### src/dma_xif_pkg.sv
// Covers a 32-bit register front end with 2-D transfers only; addresses follow a reg32 layout.
package dma_xif_pkg;

  localparam int unsigned DATA_W    = 32;              // Register and operand width.
  localparam int unsigned ADDR_W    = 32;              // Front-end address width.
  localparam int unsigned INSTR_W   = 32;
  localparam int unsigned N_RS      = 3;               // Source operands per instruction.
  localparam int unsigned N_CFG_REG = 7;               // Shadow registers without the 3-D set.
  localparam int unsigned STRB_W    = DATA_W / 8;
  localparam int unsigned IDX_W     = $clog2(N_CFG_REG);

  localparam int unsigned OPCODE_OFF = 0;
  localparam int unsigned OPCODE_W   = 7;
  localparam int unsigned FUNC3_OFF  = 12;
  localparam int unsigned FUNC3_W    = 3;

  // The configuration field sits above func3. From its LSB upwards it holds decouple aw,
  // decouple rw, src reduce length (2), dst reduce length (2), src max log length (3),
  // dst max log length (3) and the n-d enable bit.
  localparam int unsigned CONF_LSB = 15;
  localparam int unsigned CONF_W   = 13;

  localparam logic [OPCODE_W-1:0] CONF_OPCODE = 7'b1011011;  // custom-2 space.
  localparam logic [OPCODE_W-1:0] SET_OPCODE  = 7'b1111011;  // custom-3 space.

  localparam logic [FUNC3_W-1:0] CONF_FUNC3    = 3'b000;
  localparam logic [FUNC3_W-1:0] SET_AL_FUNC3  = 3'b000;   // Address and length.
  localparam logic [FUNC3_W-1:0] SET_SR2_FUNC3 = 3'b001;   // Strides and repeats, 2nd dim.
  localparam logic [FUNC3_W-1:0] SET_S_FUNC3   = 3'b011;   // Start the transfer.

  // Register indices double as the write priority, lowest first.
  localparam int unsigned IDX_CONF         = 0;
  localparam int unsigned IDX_DST_ADDR     = 1;
  localparam int unsigned IDX_SRC_ADDR     = 2;
  localparam int unsigned IDX_LENGTH       = 3;
  localparam int unsigned IDX_DST_STRIDE_2 = 4;
  localparam int unsigned IDX_SRC_STRIDE_2 = 5;
  localparam int unsigned IDX_REPS_2       = 6;

  // Front-end register offsets, ordered by register index.
  localparam logic [ADDR_W-1:0] FE_ADDR [N_CFG_REG] = '{
    32'h0000_0000,                                     // Configuration.
    32'h0000_00D0,                                     // Destination address.
    32'h0000_00D8,                                     // Source address.
    32'h0000_00E0,                                     // Length.
    32'h0000_00E8,                                     // Destination stride.
    32'h0000_00F0,                                     // Source stride.
    32'h0000_00F8                                      // Repetitions.
  };

  localparam logic [ADDR_W-1:0] FE_NEXT_ID_ADDR = 32'h0000_0044;
  localparam logic [ADDR_W-1:0] FE_DONE_ID_ADDR = 32'h0000_0084;

  // Issued instruction together with its source operands.
  typedef struct packed {
    logic [INSTR_W-1:0]          instr;
    logic [N_RS-1:0][DATA_W-1:0] rs;
    logic                        rs_valid;
  } issue_req_t;

  typedef struct packed {
    logic [ADDR_W-1:0] addr;
    logic              write;
    logic [DATA_W-1:0] wdata;
    logic [STRB_W-1:0] wstrb;
    logic              valid;
  } fe_req_t;

  typedef struct packed {
    logic [DATA_W-1:0] rdata;
    logic              ready;
    logic              error;
  } fe_rsp_t;

  // One load bit and one value per shadow register.
  typedef struct packed {
    logic [N_CFG_REG-1:0]             load;
    logic [N_CFG_REG-1:0][DATA_W-1:0] value;
  } cfg_load_t;

endpackage

### src/dma_cmd_decoder.sv
// Purely combinational; a set opcode with an unknown func3 is accepted and has no effect.
`timescale 1ns/1ns

module dma_cmd_decoder (
  input  logic                    issue_valid_i,
  input  dma_xif_pkg::issue_req_t issue_req_i,
  output logic                    issue_ready_o,
  output logic                    issue_accept_o,
  output dma_xif_pkg::cfg_load_t  load_o,
  output logic                    start_req_o
);

  logic [dma_xif_pkg::OPCODE_W-1:0] opcode;
  logic [dma_xif_pkg::FUNC3_W-1:0]  func3;
  logic [dma_xif_pkg::DATA_W-1:0]   conf_word;
  logic                             is_conf;
  logic                             is_set;

  assign opcode = issue_req_i.instr[dma_xif_pkg::OPCODE_OFF +: dma_xif_pkg::OPCODE_W];
  assign func3  = issue_req_i.instr[dma_xif_pkg::FUNC3_OFF +: dma_xif_pkg::FUNC3_W];

  // The configuration bit fields are packed into the low bits of one register.
  assign conf_word = {{(dma_xif_pkg::DATA_W - dma_xif_pkg::CONF_W){1'b0}},
                      issue_req_i.instr[dma_xif_pkg::CONF_LSB +: dma_xif_pkg::CONF_W]};

  assign is_conf = (opcode == dma_xif_pkg::CONF_OPCODE) && (func3 == dma_xif_pkg::CONF_FUNC3);
  assign is_set  = (opcode == dma_xif_pkg::SET_OPCODE);

  assign issue_ready_o  = issue_valid_i & (is_conf | is_set);  // Consumed when valid and ready.
  assign issue_accept_o = issue_ready_o;                       // Nothing is written back.

  // Operands map as rs[2] destination, rs[1] source, rs[0] length or repetitions.
  always_comb begin
    load_o      = '0;
    start_req_o = 1'b0;
    if (issue_ready_o) begin
      if (is_conf) begin
        load_o.load[dma_xif_pkg::IDX_CONF]  = 1'b1;
        load_o.value[dma_xif_pkg::IDX_CONF] = conf_word;
      end else begin
        case (func3)
          dma_xif_pkg::SET_AL_FUNC3: begin
            if (issue_req_i.rs_valid) begin
              load_o.load[dma_xif_pkg::IDX_DST_ADDR]  = 1'b1;
              load_o.load[dma_xif_pkg::IDX_SRC_ADDR]  = 1'b1;
              load_o.load[dma_xif_pkg::IDX_LENGTH]    = 1'b1;
              load_o.value[dma_xif_pkg::IDX_DST_ADDR] = issue_req_i.rs[2];
              load_o.value[dma_xif_pkg::IDX_SRC_ADDR] = issue_req_i.rs[1];
              load_o.value[dma_xif_pkg::IDX_LENGTH]   = issue_req_i.rs[0];
            end
          end
          dma_xif_pkg::SET_SR2_FUNC3: begin
            if (issue_req_i.rs_valid) begin
              load_o.load[dma_xif_pkg::IDX_DST_STRIDE_2]  = 1'b1;
              load_o.load[dma_xif_pkg::IDX_SRC_STRIDE_2]  = 1'b1;
              load_o.load[dma_xif_pkg::IDX_REPS_2]        = 1'b1;
              load_o.value[dma_xif_pkg::IDX_DST_STRIDE_2] = issue_req_i.rs[2];
              load_o.value[dma_xif_pkg::IDX_SRC_STRIDE_2] = issue_req_i.rs[1];
              load_o.value[dma_xif_pkg::IDX_REPS_2]       = issue_req_i.rs[0];
            end
          end
          dma_xif_pkg::SET_S_FUNC3: begin
            start_req_o = 1'b1;                  // One cycle, since the instruction is consumed.
          end
          default: begin
            start_req_o = 1'b0;
          end
        endcase
      end
    end
  end

endmodule

### src/dma_reg_configurer.sv
// Writes start only in a cycle without new loads, so back-to-back set instructions go out in index order.
`timescale 1ns/1ns

module dma_reg_configurer (
  input  logic                   clk_dc_g,
  input  logic                   rst_ni,
  input  logic                   clear_i,
  input  dma_xif_pkg::cfg_load_t load_i,
  input  logic                   tfr_idle_i,
  output dma_xif_pkg::fe_req_t   fe_req_o,
  input  dma_xif_pkg::fe_rsp_t   fe_rsp_i,
  output logic                   wr_error_o
);

  logic [dma_xif_pkg::DATA_W-1:0]    shadow_q [dma_xif_pkg::N_CFG_REG];
  logic [dma_xif_pkg::N_CFG_REG-1:0] pend_q;
  logic [dma_xif_pkg::N_CFG_REG-1:0] pend_d;
  logic [dma_xif_pkg::N_CFG_REG-1:0] done_mask;
  logic [dma_xif_pkg::IDX_W-1:0]     next_idx;
  logic [dma_xif_pkg::IDX_W-1:0]     sel_q;
  logic                              req_valid_q;
  logic [dma_xif_pkg::ADDR_W-1:0]    req_addr_q;
  logic [dma_xif_pkg::DATA_W-1:0]    req_data_q;
  logic                              launch;
  logic                              ack;

  // Lowest pending index wins.
  always_comb begin
    next_idx = '0;
    for (int i = dma_xif_pkg::N_CFG_REG - 1; i >= 0; i--) begin
      if (pend_q[i]) begin
        next_idx = i[dma_xif_pkg::IDX_W-1:0];
      end
    end
  end

  assign launch = ~req_valid_q & tfr_idle_i & (|pend_q) & ~(|load_i.load);
  assign ack    = req_valid_q & fe_rsp_i.ready;  // Response is zero while the port is taken.

  assign wr_error_o = ack & fe_rsp_i.error;

  // A failed write keeps its flag and is launched again.
  always_comb begin
    done_mask = '0;
    if (ack && !fe_rsp_i.error) begin
      done_mask[sel_q] = 1'b1;
    end
  end

  assign pend_d = (pend_q & ~done_mask) | load_i.load;  // A reload keeps the flag set.

  always_ff @(posedge clk_dc_g) begin
    for (int i = 0; i < dma_xif_pkg::N_CFG_REG; i++) begin
      if (load_i.load[i]) begin
        shadow_q[i] <= load_i.value[i];
      end
    end
  end

  always_ff @(posedge clk_dc_g or negedge rst_ni) begin
    if (!rst_ni) begin
      pend_q      <= '0;
      req_valid_q <= 1'b0;
    end else if (clear_i) begin
      pend_q      <= '0;
      req_valid_q <= 1'b0;                       // Drops a write still waiting for ready.
    end else begin
      pend_q <= pend_d;
      if (launch) begin
        req_valid_q <= 1'b1;
      end else if (ack) begin
        req_valid_q <= 1'b0;
      end
    end
  end

  // The request is captured so it stays stable while the front end stalls.
  always_ff @(posedge clk_dc_g) begin
    if (launch) begin
      sel_q      <= next_idx;
      req_addr_q <= dma_xif_pkg::FE_ADDR[next_idx];
      req_data_q <= shadow_q[next_idx];
    end
  end

  assign fe_req_o = '{
    addr:  req_addr_q,
    write: 1'b1,
    wdata: req_data_q,
    wstrb: '1,                                   // Full register writes only.
    valid: req_valid_q
  };

endmodule

### src/dma_transfer_ctrl.sv
// A failed done-id poll flags an error and polls again; a start request outside IDLE is dropped.
`timescale 1ns/1ns

module dma_transfer_ctrl (
  input  logic                 clk_dc_g,
  input  logic                 rst_ni,
  input  logic                 clear_i,
  input  logic                 start_req_i,
  input  dma_xif_pkg::fe_req_t cfg_fe_req_i,
  output dma_xif_pkg::fe_rsp_t cfg_fe_rsp_o,
  output logic                 tfr_idle_o,
  output dma_xif_pkg::fe_req_t fe_req_o,
  input  dma_xif_pkg::fe_rsp_t fe_rsp_i,
  output logic                 start_o,
  output logic                 busy_o,
  output logic                 done_o,
  output logic                 tfr_error_o
);

  typedef enum logic [1:0] {
    IDLE,
    START,
    BUSY,
    DONE
  } state_e;

  state_e                         state_q;
  state_e                         state_d;
  logic [dma_xif_pkg::DATA_W-1:0] next_id_q;
  logic [dma_xif_pkg::DATA_W-1:0] next_id_d;
  dma_xif_pkg::fe_req_t           own_req;

  always_comb begin
    state_d     = state_q;
    next_id_d   = next_id_q;
    own_req     = '0;                            // Reads carry no data and no strobes.
    start_o     = 1'b0;
    busy_o      = 1'b0;
    done_o      = 1'b0;
    tfr_error_o = 1'b0;
    case (state_q)
      IDLE: begin
        if (start_req_i) begin
          state_d = START;
        end
      end
      START: begin
        start_o       = 1'b1;
        own_req.addr  = dma_xif_pkg::FE_NEXT_ID_ADDR;
        own_req.valid = 1'b1;
        if (fe_rsp_i.ready) begin
          if (fe_rsp_i.error || fe_rsp_i.rdata == '0) begin
            tfr_error_o = 1'b1;                  // Id zero means the transfer was not set up.
            state_d     = IDLE;
          end else begin
            next_id_d = fe_rsp_i.rdata;
            state_d   = BUSY;
          end
        end
      end
      BUSY: begin
        busy_o        = 1'b1;
        own_req.addr  = dma_xif_pkg::FE_DONE_ID_ADDR;
        own_req.valid = 1'b1;
        if (fe_rsp_i.ready) begin
          if (fe_rsp_i.error) begin
            tfr_error_o = 1'b1;
          end else if (fe_rsp_i.rdata == next_id_q) begin
            state_d = DONE;
          end
        end
      end
      DONE: begin
        done_o  = 1'b1;
        state_d = IDLE;
      end
      default: begin
        state_d = IDLE;
      end
    endcase
  end

  always_ff @(posedge clk_dc_g or negedge rst_ni) begin
    if (!rst_ni) begin
      state_q   <= IDLE;
      next_id_q <= 'd1;
    end else if (clear_i) begin
      state_q   <= IDLE;
      next_id_q <= 'd1;
    end else begin
      state_q   <= state_d;
      next_id_q <= next_id_d;
    end
  end

  // The configurer only sees the port while no transfer runs.
  assign tfr_idle_o   = (state_q == IDLE);
  assign fe_req_o     = tfr_idle_o ? cfg_fe_req_i : own_req;
  assign cfg_fe_rsp_o = tfr_idle_o ? fe_rsp_i : '0;

endmodule

### src/dma_xif_decoder_top.sv
// Single clock domain; error_o pulses for a failed write, a failed id read or a zero next id.
`timescale 1ns/1ns

module dma_xif_decoder_top (
  input  logic                    clk_dc_g,
  input  logic                    rst_ni,
  input  logic                    clear_i,
  input  logic                    issue_valid_i,
  input  dma_xif_pkg::issue_req_t issue_req_i,
  output logic                    issue_ready_o,
  output logic                    issue_accept_o,
  output dma_xif_pkg::fe_req_t    fe_req_o,
  input  dma_xif_pkg::fe_rsp_t    fe_rsp_i,
  output logic                    start_o,
  output logic                    busy_o,
  output logic                    done_o,
  output logic                    error_o
);

  dma_xif_pkg::cfg_load_t cfg_load;
  dma_xif_pkg::fe_req_t   cfg_fe_req;
  dma_xif_pkg::fe_rsp_t   cfg_fe_rsp;
  logic                   start_req;
  logic                   tfr_idle;
  logic                   wr_error;
  logic                   tfr_error;

  dma_cmd_decoder i_cmd_decoder (
    .issue_valid_i  (issue_valid_i),
    .issue_req_i    (issue_req_i),
    .issue_ready_o  (issue_ready_o),
    .issue_accept_o (issue_accept_o),
    .load_o         (cfg_load),
    .start_req_o    (start_req)
  );

  dma_reg_configurer i_reg_configurer (
    .clk_dc_g   (clk_dc_g),
    .rst_ni     (rst_ni),
    .clear_i    (clear_i),
    .load_i     (cfg_load),
    .tfr_idle_i (tfr_idle),
    .fe_req_o   (cfg_fe_req),
    .fe_rsp_i   (cfg_fe_rsp),
    .wr_error_o (wr_error)
  );

  dma_transfer_ctrl i_transfer_ctrl (
    .clk_dc_g     (clk_dc_g),
    .rst_ni       (rst_ni),
    .clear_i      (clear_i),
    .start_req_i  (start_req),
    .cfg_fe_req_i (cfg_fe_req),
    .cfg_fe_rsp_o (cfg_fe_rsp),
    .tfr_idle_o   (tfr_idle),
    .fe_req_o     (fe_req_o),
    .fe_rsp_i     (fe_rsp_i),
    .start_o      (start_o),
    .busy_o       (busy_o),
    .done_o       (done_o),
    .tfr_error_o  (tfr_error)
  );

  assign error_o = wr_error | tfr_error;  // Both sources share one status line.

endmodule

### config.mk
export PLATFORM = sky130hd
export DESIGN_NAME = dma_xif_decoder_top
export DESIGN_NICKNAME = d
export VERILOG_FILES = /design/src/dma_xif_pkg.sv /design/src/dma_cmd_decoder.sv /design/src/dma_reg_configurer.sv /design/src/dma_transfer_ctrl.sv /design/src/dma_xif_decoder_top.sv
export SDC_FILE = /design/constraint.sdc
export NUM_CORES = 1
export LEC_CHECK = 0
export BUFFER_PORTS_ARGS = -buffer_cell sky130_fd_sc_hd__buf_4
export CAP_MARGIN = 5
export CORE_UTILIZATION = 48
export DETAILED_ROUTE_END_ITERATION = 10
export MAX_ROUTING_LAYER = met4
export PLACE_DENSITY = 0.7
export REMOVE_ABC_BUFFERS = 1
export SLEW_MARGIN = 10
export SYNTH_ARGS = -nofsm -noshare
export SYNTH_HDL_FRONTEND = slang
export SYNTH_SLANG_ARGS = --single-unit
export TNS_END_PERCENT = 100
### constraint.sdc
create_clock -name clk_dc_g -period 2.95 [get_ports clk_dc_g]
set_input_delay 0.59 -clock clk_dc_g [delete_from_list [all_inputs] [get_ports clk_dc_g]]
set_output_delay 0.59 -clock clk_dc_g [all_outputs]
set_load 0.05 [all_outputs]
==> metrics.md, run 1 <==
| Metric | Value |
|---|---|
| Pin count of the biggest net entering global routing | 56 |
| RSZ-0062 raised after global routing | false |
| Final core occ | 0.598 |
| Vias | 8209 |
| Layout cells sized above 1 | 0.283 |
| Maximum vdd drop | between 0.4 and 0.5 mV |
| Final setup margin | 0.192 ns |
| Worst clock skew | ~0.012 ns |
| Number of synthesized flops with an enable pin | 244 |
| DIE AREA | approximately 28000 sq um |
| Vias per cell | roughly 5.3 |
| Crit-path max FO | between 40 and 50 |
| Tot GR Track Use | 0.204 |
| Fmax | ~360 MHz |
| Vias in the first global route | approximately 8100 |
| P per Cell Area | roughly 570 nW/um^2 |
| Layout Nets | between 1000 and 1500 |
| Status | completed |
| Detailed Route Iter0 Violations | around 530 |
| Post-CTS sizing | 0 |
| Clock H-tree levels | 1 |
| Syn. warnings | 0 |
| Core Area | around 27000 sq um |
| Worst setup SP type | register |
| Pre-CTS setup slack | about 0.23 ns |
| 1st-pass router iterations | 5 |
| Final Cycle Share | 0.935 |
| Chip Width | roughly 170 microns |
| Synth top area share | 0.552 |
| Distinct cells, synth | 52 |
| ANT nets after route | 0 |
| Final setup viols | 0 |
| Num ports | around 240 |
| Max_slew headroom | 0.197 |
| Detailed-route wire length per cell | between 15 and 20 microns |
| Wirelength, routed | roughly 28000 microns |
| Flop pwr share | 0.473 |
| CP Capture Type | primary output |
| Port Buf Inserts | between 200 and 250 |
| Leading area contributor after synthesis | edfxtp_1 |
| Worst slew pin tran | between 1 and 1.5 ns |
| Synth Register Bits | 286 |
| Layout area overhead | 21.7% |
| Placer Congestion | between 0.8 and 0.9 |
| Sw frac | 0.244 |
| Crit path DAT | roughly 2.2 ns |
| WP data required | 2.36 ns |
| # hold bufs at CTS | 0 |
| Post CTS Setup Buffer Count | 0 |
| Die height | about 170 microns |
| Mapped Area | between 10000 and 15000 sq um |
| Net Switching | between 2000 and 2500 uW |
| Mean Syn Cell Area | ~13 sq um |
| Max_cap viols | 0 |
| Post-DP HPWL | 17900 microns |
| Filler cells | around 2100 |
| Clock network fraction of total power | 0.415 |
| CTS Root Buffer Type | clkbuf_16 |
| Most common cell in the netlist | edfxtp_1 |
| Clk_lat worst skew | 0.55 ns |
| Clock buffer depth | 3 |
| Placed insts | 1490 |
| CTS tree | yes |
| Slew Limit Fails | 0 |
| Drt drc | 0 |
| Hold Vio Cnt, Final | 0 |
| Num CTS Buffers | 30 |
| Main area contributors after synthesis | edfxtp_1, and2_1, dfrtp_1, mux2_2, mux4_2 |
| Clock slew at reported path FFs | ~0.060 ns |
| Logic pwr share | 0.112 |
| Async SR Flop Fraction | 0.147 |
| Initial antenna violation count | 1 |
| Pleak | 0.00590 uW |
| Int Power | about 7000 uW |
| Setup CP Type | reg -> out |
| Sink Count | between 200 and 300 |
| Final Critical Period | ~2.8 ns |
| Hold/Removal Path Class | in -> async |
| Final instance count without filler cells | approximately 1500 |
| First-pass GRT wire length | around 43000 microns |
| Post-synthesis sequential area ratio | 0.631 |
| FP Rows | 60 |
| GRT Residual Overflow | 0 |
| Mapped Cells | ~1000 |
| Most frequent cells after synthesis | edfxtp_1, and2_1, nand2_1, dfrtp_1, mux2_2 |
| Initial Util | 0.491 |
| Prevailing post-synth register cell | edfxtp_1 |
[metal layers]
layer	part of all wire	wire, microns	vias up	track usage
li1	-	-	3913	-
met1	0.43	12100	4012	0.262
met2	0.48	13500	243	0.330
met3	0.068	1900	41	0.0468
met4	0.018	512	0	0.0486
met5	0	0	-	-
[per-stage QoR]
step / total power, uW / hold slack (ns) / cell area, sq um / TNS, ns
after floorplan: 5030 / 0.294 / 12800 / -760.92
after global placement: 5480 / 0.477 / 15200 / 0
after detailed placement: 5490 / 0.483 / 15200 / 0
after CTS: 9300 / 0.0358 / 16200 / 0
after global routing: 9520 / 0.0623 / 16200 / 0
final: 9220 / 0.0258 / 16200 / 0
[power by group through the flow]
stage          registers, uW  clock network (uW)  logic (uW)
2_1_floorplan           4450                   0         587
3_3_place_gp            4450                   0        1030
3_5_place_dp            4450                   0        1040
4_1_cts                 4370                3900        1040
6_report                4370                3820        1030
5_1_grt                 4360                4070        1090
[path summary, 6_finish.rpt]
check | slack [ns] | start | to | cells after the start
worst max register to register | 0.54 | i_reg_configurer.pend_q[4]$_DFF_PN0_ | i_reg_configurer.req_data_q[21]$_DFFE_PP_ | 6
min in group clk_dc_g | 0.28 | fe_rsp_i[2] | i_transfer_ctrl.next_id_q[0]$_DFFE_PN1P_ | 3
worst max-delay path | 0.19 | i_transfer_ctrl.state_q[0]$_DFFE_PN0P_ | fe_req_o[13] | 5
max in group asynchronous | 2.53 | rst_ni | i_transfer_ctrl.next_id_q[0]$_DFFE_PN1P_ | 1
worst min register to register | 0.49 | i_transfer_ctrl.next_id_q[0]$_DFFE_PN1P_ | i_transfer_ctrl.next_id_q[0]$_DFFE_PN1P_ | 2
worst min-delay path | 0.03 | rst_ni | i_transfer_ctrl.state_q[1]$_DFFE_PN0P_ | 1
[registers in the layout, indices dropped and copies added, names as in the netlist]
signal                        flops
i_reg_configurer.req_valid_q      1
i_reg_configurer.shadow_q       205
i_transfer_ctrl.next_id_q        32
i_transfer_ctrl.state_q           2
i_reg_configurer.sel_q            3
i_reg_configurer.pend_q           7
i_reg_configurer.req_addr_q       4
i_reg_configurer.req_data_q      32
[cell families (layout without fill, tap and decap cells)]
| group | Yosys count | count (layout) | synth area share |
|---|---|---|---|
| simple gates | 360 | 360 | 0.158 |
| fa+ha+maj | 8 | 8 | 0.00754 |
| mux | 66 | 66 | 0.0657 |
| buf+inv | 108 | 300 | 0.0445 |
| xor+xnor | 32 | 32 | 0.0211 |
| other cells | 1 | 28 | 0.000282 |
| compound gates | 127 | 127 | 0.0723 |
| flops | 286 | 286 | 0.631 |
[worst max-delay path, cell delays in order (launching register included)]
cell     delay [ns]
dfrtp_1        0.45
inv_1          0.15
ha_2           0.29
buf_12         0.26
and2_1         0.23
buf_4          0.22
[cell type report]
cell class,count,area (sq um),share of cell area
Clock inverter,19,209,0.0129
Sequential cell,286,8380,0.518
Tap cell,341,427,0.0264
Clock buffer,37,798,0.0494
Inverter,16,70.1,0.00433
Timing Repair Buffer,228,1850,0.114
Multi-Input combinational cell,619,4430,0.274
Antenna cell,2,5.00,0.000310
[layout by cell type, fill, tap and decap left out, types with 20 or more instances in the layout]
cell	count
a22o_1	32
a31oi_1	20
and2_1	240
buf_4	217
clkbuf_16	31
conb_1	26
dfrtp_1	41
edfxtp_1	244
mux2_2	39
nand2_1	55
xor2_1	28
Note: power is estimated with default switching activity, not from simulation.
==> run 2, diff against run 1 <==
RECOVER_POWER = 50   (was default)
SKIP_CTS_REPAIR_TIMING = 1   (was default)
==> metrics.md, run 2 (synthesized netlist as in run 1, its figures left out) <==
| Metric | Value |
|---|---|
| Max_cap viols | 1 |
| Filler cells | 2145 |
| R2R Path End | i_reg_configurer.req_addr_q[4]$_DFFE_PP_ |
| Reg2Reg Setup Slack | approximately 0.42 ns |
| Slew Limit Fails | between 40 and 50 |
| Clock H-tree levels | 1 |
| Clock slew at reported path FFs | roughly 0.060 ns |
| Clk_lat worst skew | approximately 0.55 ns |
| Layout area overhead | 21.1% |
| Placer Congestion | 0.839 |
| Vias in the first global route | ~8000 |
| Crit path DAT | between 2 and 2.5 ns |
| Hold_sp | fe_rsp_i[2] |
| Final setup viols | 0 |
| Detailed-route wire length per cell | approximately 18 microns |
| Tot GR Track Use | 0.204 |
| R2R Path Start | i_reg_configurer.pend_q[5]$_DFF_PN0_ |
| CTS tree | yes |
| Setup crit start | i_transfer_ctrl.state_q[0]$_DFFE_PN0P_ |
| CTS Root Buffer Type | clkbuf_16 |
| Final instance count without filler cells | roughly 1500 |
| Worst slew pin tran | 2.31 ns |
| Worst clock skew | about 0.012 ns |
| Pin count of the biggest net entering global routing | 56 |
| Port Buf Inserts | 207 |
| Violated checks | capacitance limit, slew limit |
| TNS Setup | 0 ns |
| Commonest non-fill, non-tap cell in the layout | edfxtp_1 |
| Most frequent cells in the layout | edfxtp_1, buf_4, and2_1 |
| Max reg flops | roughly 200 |
| CP Capture Type | primary output |
| Initial Util | 0.491 |
| Num CTS Buffers | 30 |
| Layout Nets | 1356 |
| Vias per cell | 5.31 |
| First-pass GRT wire length | approximately 43000 microns |
| DIE AREA | 28300 sq um |
| Num ports | 243 |
| Hold Vio Cnt, Final | 0 |
| Chip Width | between 150 and 200 microns |
| Clock buffer depth | 3 |
| Hold/Removal Path Class | in -> reg |
| Max_slew headroom | -0.543 |
| Worst Hold Path Cells | 3 |
| Layout cells sized above 1 | 0.280 |
| Wirelength, routed | 28000 microns |
| GRT Residual Overflow | 0 |
| WHS Endpoint | i_transfer_ctrl.next_id_q[0]$_DFFE_PN1P_ |
| Placed insts | roughly 1500 |
| WP buf/inv | 3 |
| Reg2Reg Depth | 5 |
| Final Critical Period | 2.76 ns |
| Post-DP HPWL | 17900 microns |
| Placed Area | 15200 sq um |
| Initial antenna violation count | 1 |
| Fmax | 362 MHz |
| Cell area after layout | 16100 sq um |
| Crit-path cells | inv_1 > ha_2 > buf_12 > and2_1 > buf_4 |
| Biggest register | i_reg_configurer.shadow_q |
| Core Area | approximately 27000 sq um |
| Pre-CTS setup slack | about 0.23 ns |
| ANT nets after route | 0 |
| P per Cell Area | about 570 nW/um^2 |
| RSZ-0062 raised after global routing | false |
| CP max stage cell | dfrtp_1 |
| Top flop regs | i_reg_configurer.shadow_q (205), i_reg_configurer.req_data_q (32), i_transfer_ctrl.next_id_q (32) |
| FP Rows | 60 |
| Pleak | between 0.005 and 0.006 uW |
| Crit-path max FO | between 40 and 50 |
| Setup CP Type | reg -> out |
| Final setup margin | ~0.19 ns |
| Sink Count | about 290 |
| Die height | approximately 170 microns |
| 1st-pass router iterations | 5 |
| Vias | just over 8000 |
| Drt drc | 0 |
| Maximum vdd drop | about 0.46 mV |
| Final core occ | 0.595 |
| Largest stage delay, worst path | roughly 0.45 ns |
| Worst setup SP type | register |
| WP data required | between 2 and 2.5 ns |
| Status | finished, violations left |
| Final Cycle Share | 0.936 |
| Detailed Route Iter0 Violations | about 520 |
| Cell family contributing the most delay on the critical path | buffers and inverters |
==> run 2: tightest hold or removal path: cells and delay by family <==
family,cells,cell delay (ns)
compound gates,1,0.06
buf+inv,2,0.17
==> run 2: cell type report <==
type | instances | area (sq um) | area share
Antenna cell | 2 | 5.00 | 0.000311
Clock buffer | 37 | 798 | 0.0496
Sequential cell | 286 | 8380 | 0.521
Inverter | 16 | 68.8 | 0.00428
Timing Repair Buffer | 228 | 1780 | 0.110
Multi-Input combinational cell | 619 | 4420 | 0.275
Tap cell | 341 | 427 | 0.0265
Clock inverter | 19 | 209 | 0.0130
==> run 2: power breakdown <==
part | switching (uW) | total (uW) | internal (uW)
Sequential | 15.0 | 4370 | 4350
Clock | 1550 | 3830 | 2270
Combinational | 683 | 1030 | 348
Total | 2250 | 9220 | 6970
==> run 2: stage by stage <==
step / power (uW) / hold slack, ns
2_1_floorplan: 5030 / 0.294
3_3_place_gp: 5480 / 0.477
3_5_place_dp: 5490 / 0.483
4_1_cts: 9300 / 0.0358
5_1_grt: 9520 / 0.276
6_report: 9220 / 0.283
==> run 2: worst max-delay path by stage <==
stage                                                 to  depth (start not counted)
2_1_floorplan  i_reg_configurer.req_data_q[13]$_DFFE_PP_                          6
3_3_place_gp                                     error_o                          8
3_5_place_dp                                     error_o                          8
4_1_cts                                     fe_req_o[20]                          5
5_1_grt                                     fe_req_o[20]                          5
6_report                                    fe_req_o[13]                          5
==> run 2: routing by layer <==
layer	vias up	part of all wire	GRT usage
li1	3917	-	-
met1	4007	0.43	0.262
met2	257	0.48	0.330
met3	41	0.071	0.0468
met4	0	0.018	0.0486
met5	-	0	-
==> run 3, diff against run 2 <==
clock period = 3.2 ns   (was 2.95 ns; I/O delays follow)
==> metrics.md, run 3 (synthesized netlist as in run 1, its figures left out) <==
| Metric | Value |
|---|---|
| Final core occ | 0.591 |
| Fmax | 343 MHz |
| Final setup viols | 0 |
| Layout Nets | between 1000 and 1500 |
| Drt drc | 0 |
| Crit-path max FO | 28 |
| Layout area overhead | 20.3% |
| GRT Residual Overflow | 0 |
| Vias in the first global route | 7838 |
| First-pass GRT wire length | between 40000 and 50000 microns |
| Post-DP HPWL | roughly 17000 microns |
| Chip Width | between 150 and 200 microns |
| Placer Congestion | between 0.8 and 0.9 |
| Pleak | roughly 0.0058 uW |
| Vias | between 8000 and 9000 |
| CTS Root Buffer Type | clkbuf_16 |
| Slew Limit Fails | 71 |
| Layout cells sized above 1 | 0.270 |
| Maximum vdd drop | between 0.3 and 0.4 mV |
| Most frequent cells in the layout | edfxtp_1, buf_4, and2_1 |
| RSZ-0062 raised after global routing | false |
| Violated checks | capacitance limit, slew limit |
| WP data required | about 2.6 ns |
| Wirelength, routed | approximately 27000 microns |
| Status | finished, violations left |
| Port Buf Inserts | just over 200 |
| Crit path DAT | 2.28 ns |
| Max_slew headroom | -0.512 |
| Die height | between 150 and 200 microns |
| 1st-pass router iterations | 5 |
| Hold Vio Cnt, Final | 0 |
| Clock buffer depth | 3 |
| FP Rows | 60 |
| Worst clock skew | roughly 0.0082 ns |
| CTS tree | yes |
| Initial Util | 0.491 |
| Clk_lat worst skew | 0.54 ns |
| Num CTS Buffers | 30 |
| Clock slew at reported path FFs | approximately 0.060 ns |
| Final Cycle Share | 0.912 |
| Worst setup SP type | register |
| Biggest register | i_reg_configurer.shadow_q |
| Cell area after layout | between 15000 and 20000 sq um |
| ANT nets after route | 0 |
| P per Cell Area | a little over 500 nW/um^2 |
| Setup CP Type | reg -> out |
| Top flop regs | i_reg_configurer.shadow_q (205), i_reg_configurer.req_data_q (32), i_transfer_ctrl.next_id_q (32) |
| Vias per cell | 5.22 |
| Max reg flops | between 200 and 250 |
| DIE AREA | approximately 28000 sq um |
| Detailed-route wire length per cell | 17.6 microns |
| Placed Area | 15200 sq um |
| Num ports | approximately 240 |
| Sink Count | 286 |
| Worst slew pin tran | ~2.3 ns |
| Commonest non-fill, non-tap cell in the layout | edfxtp_1 |
| Clock H-tree levels | 1 |
| Pin count of the biggest net entering global routing | 57 |
| Max_cap viols | 2 |
| Hold/Removal Path Class | in -> reg |
| Final Critical Period | just under 3 ns |
| Tot GR Track Use | 0.198 |
| Core Area | roughly 27000 sq um |
| Detailed Route Iter0 Violations | approximately 500 |
| CP Capture Type | primary output |
| Initial antenna violation count | 2 |
## run 3: report_power, final
part | internal [uW] | switching, uW
clock | 1840 | 1320
combinational | 315 | 631
sequential | 4010 | 13.8
## run 3: final timing paths
| path | start | endpoint | slack (ns) | cells after the start |
|---|---|---|---|---|
| worst min register to register | i_transfer_ctrl.next_id_q[0]$_DFFE_PN1P_ | i_transfer_ctrl.next_id_q[0]$_DFFE_PN1P_ | 0.49 | 2 |
| worst max-delay path | i_transfer_ctrl.state_q[0]$_DFFE_PN0P_ | fe_req_o[0] | 0.28 | 5 |
| worst min-delay path | fe_rsp_i[23] | i_transfer_ctrl.next_id_q[21]$_DFFE_PN0P_ | 0.35 | 2 |
| worst max register to register | i_reg_configurer.pend_q[3]$_DFF_PN0_ | i_reg_configurer.req_data_q[3]$_DFFE_PP_ | 0.47 | 6 |
| min in group asynchronous | rst_ni | i_transfer_ctrl.state_q[1]$_DFFE_PN0P_ | 0.77 | 1 |
| max in group asynchronous | rst_ni | i_transfer_ctrl.next_id_q[23]$_DFFE_PN0P_ | 1.12 | 1 |
## run 3: worst max-delay path: stages, from the launching register on
cell and delay (ns):
dfrtp_1 0.44, inv_1 0.15, ha_1 0.23, buf_4 0.35
mux2_2 0.39, buf_4 0.19
## run 3: metal layers
metal  track usage  share of wire  vias up
li1              -              -     3905
met1         0.262           0.45     3889
met2         0.317           0.48      252
met3        0.0414          0.069       23
met4        0.0403          0.011        0
met5             -              0        -
## run 3: stage by stage
step                setup WS (ns)  setup TNS, ns  power, uW  instances  hold slack, ns
floorplan                   -2.63        -653.58       4640        921           0.344
global placement            0.346              0       5050       1491           0.476
detailed placement          0.381              0       5050       1491           0.485
CTS                         0.260              0       8190       1543          0.0866
global route                0.121              0       8390       1545           0.335
finish                      0.280              0       8130       1545           0.346
## run 3: layout make-up
cell class / count / area [sq um]
Fill cell: 2203 / 11100
Sequential cell: 286 / 8380
Multi-Input combinational cell: 619 / 4410
Timing Repair Buffer: 229 / 1800
Clock buffer: 41 / 813
Tap cell: 341 / 427
Clock inverter: 11 / 72.6
Inverter: 16 / 68.8
Antenna cell: 2 / 5.00
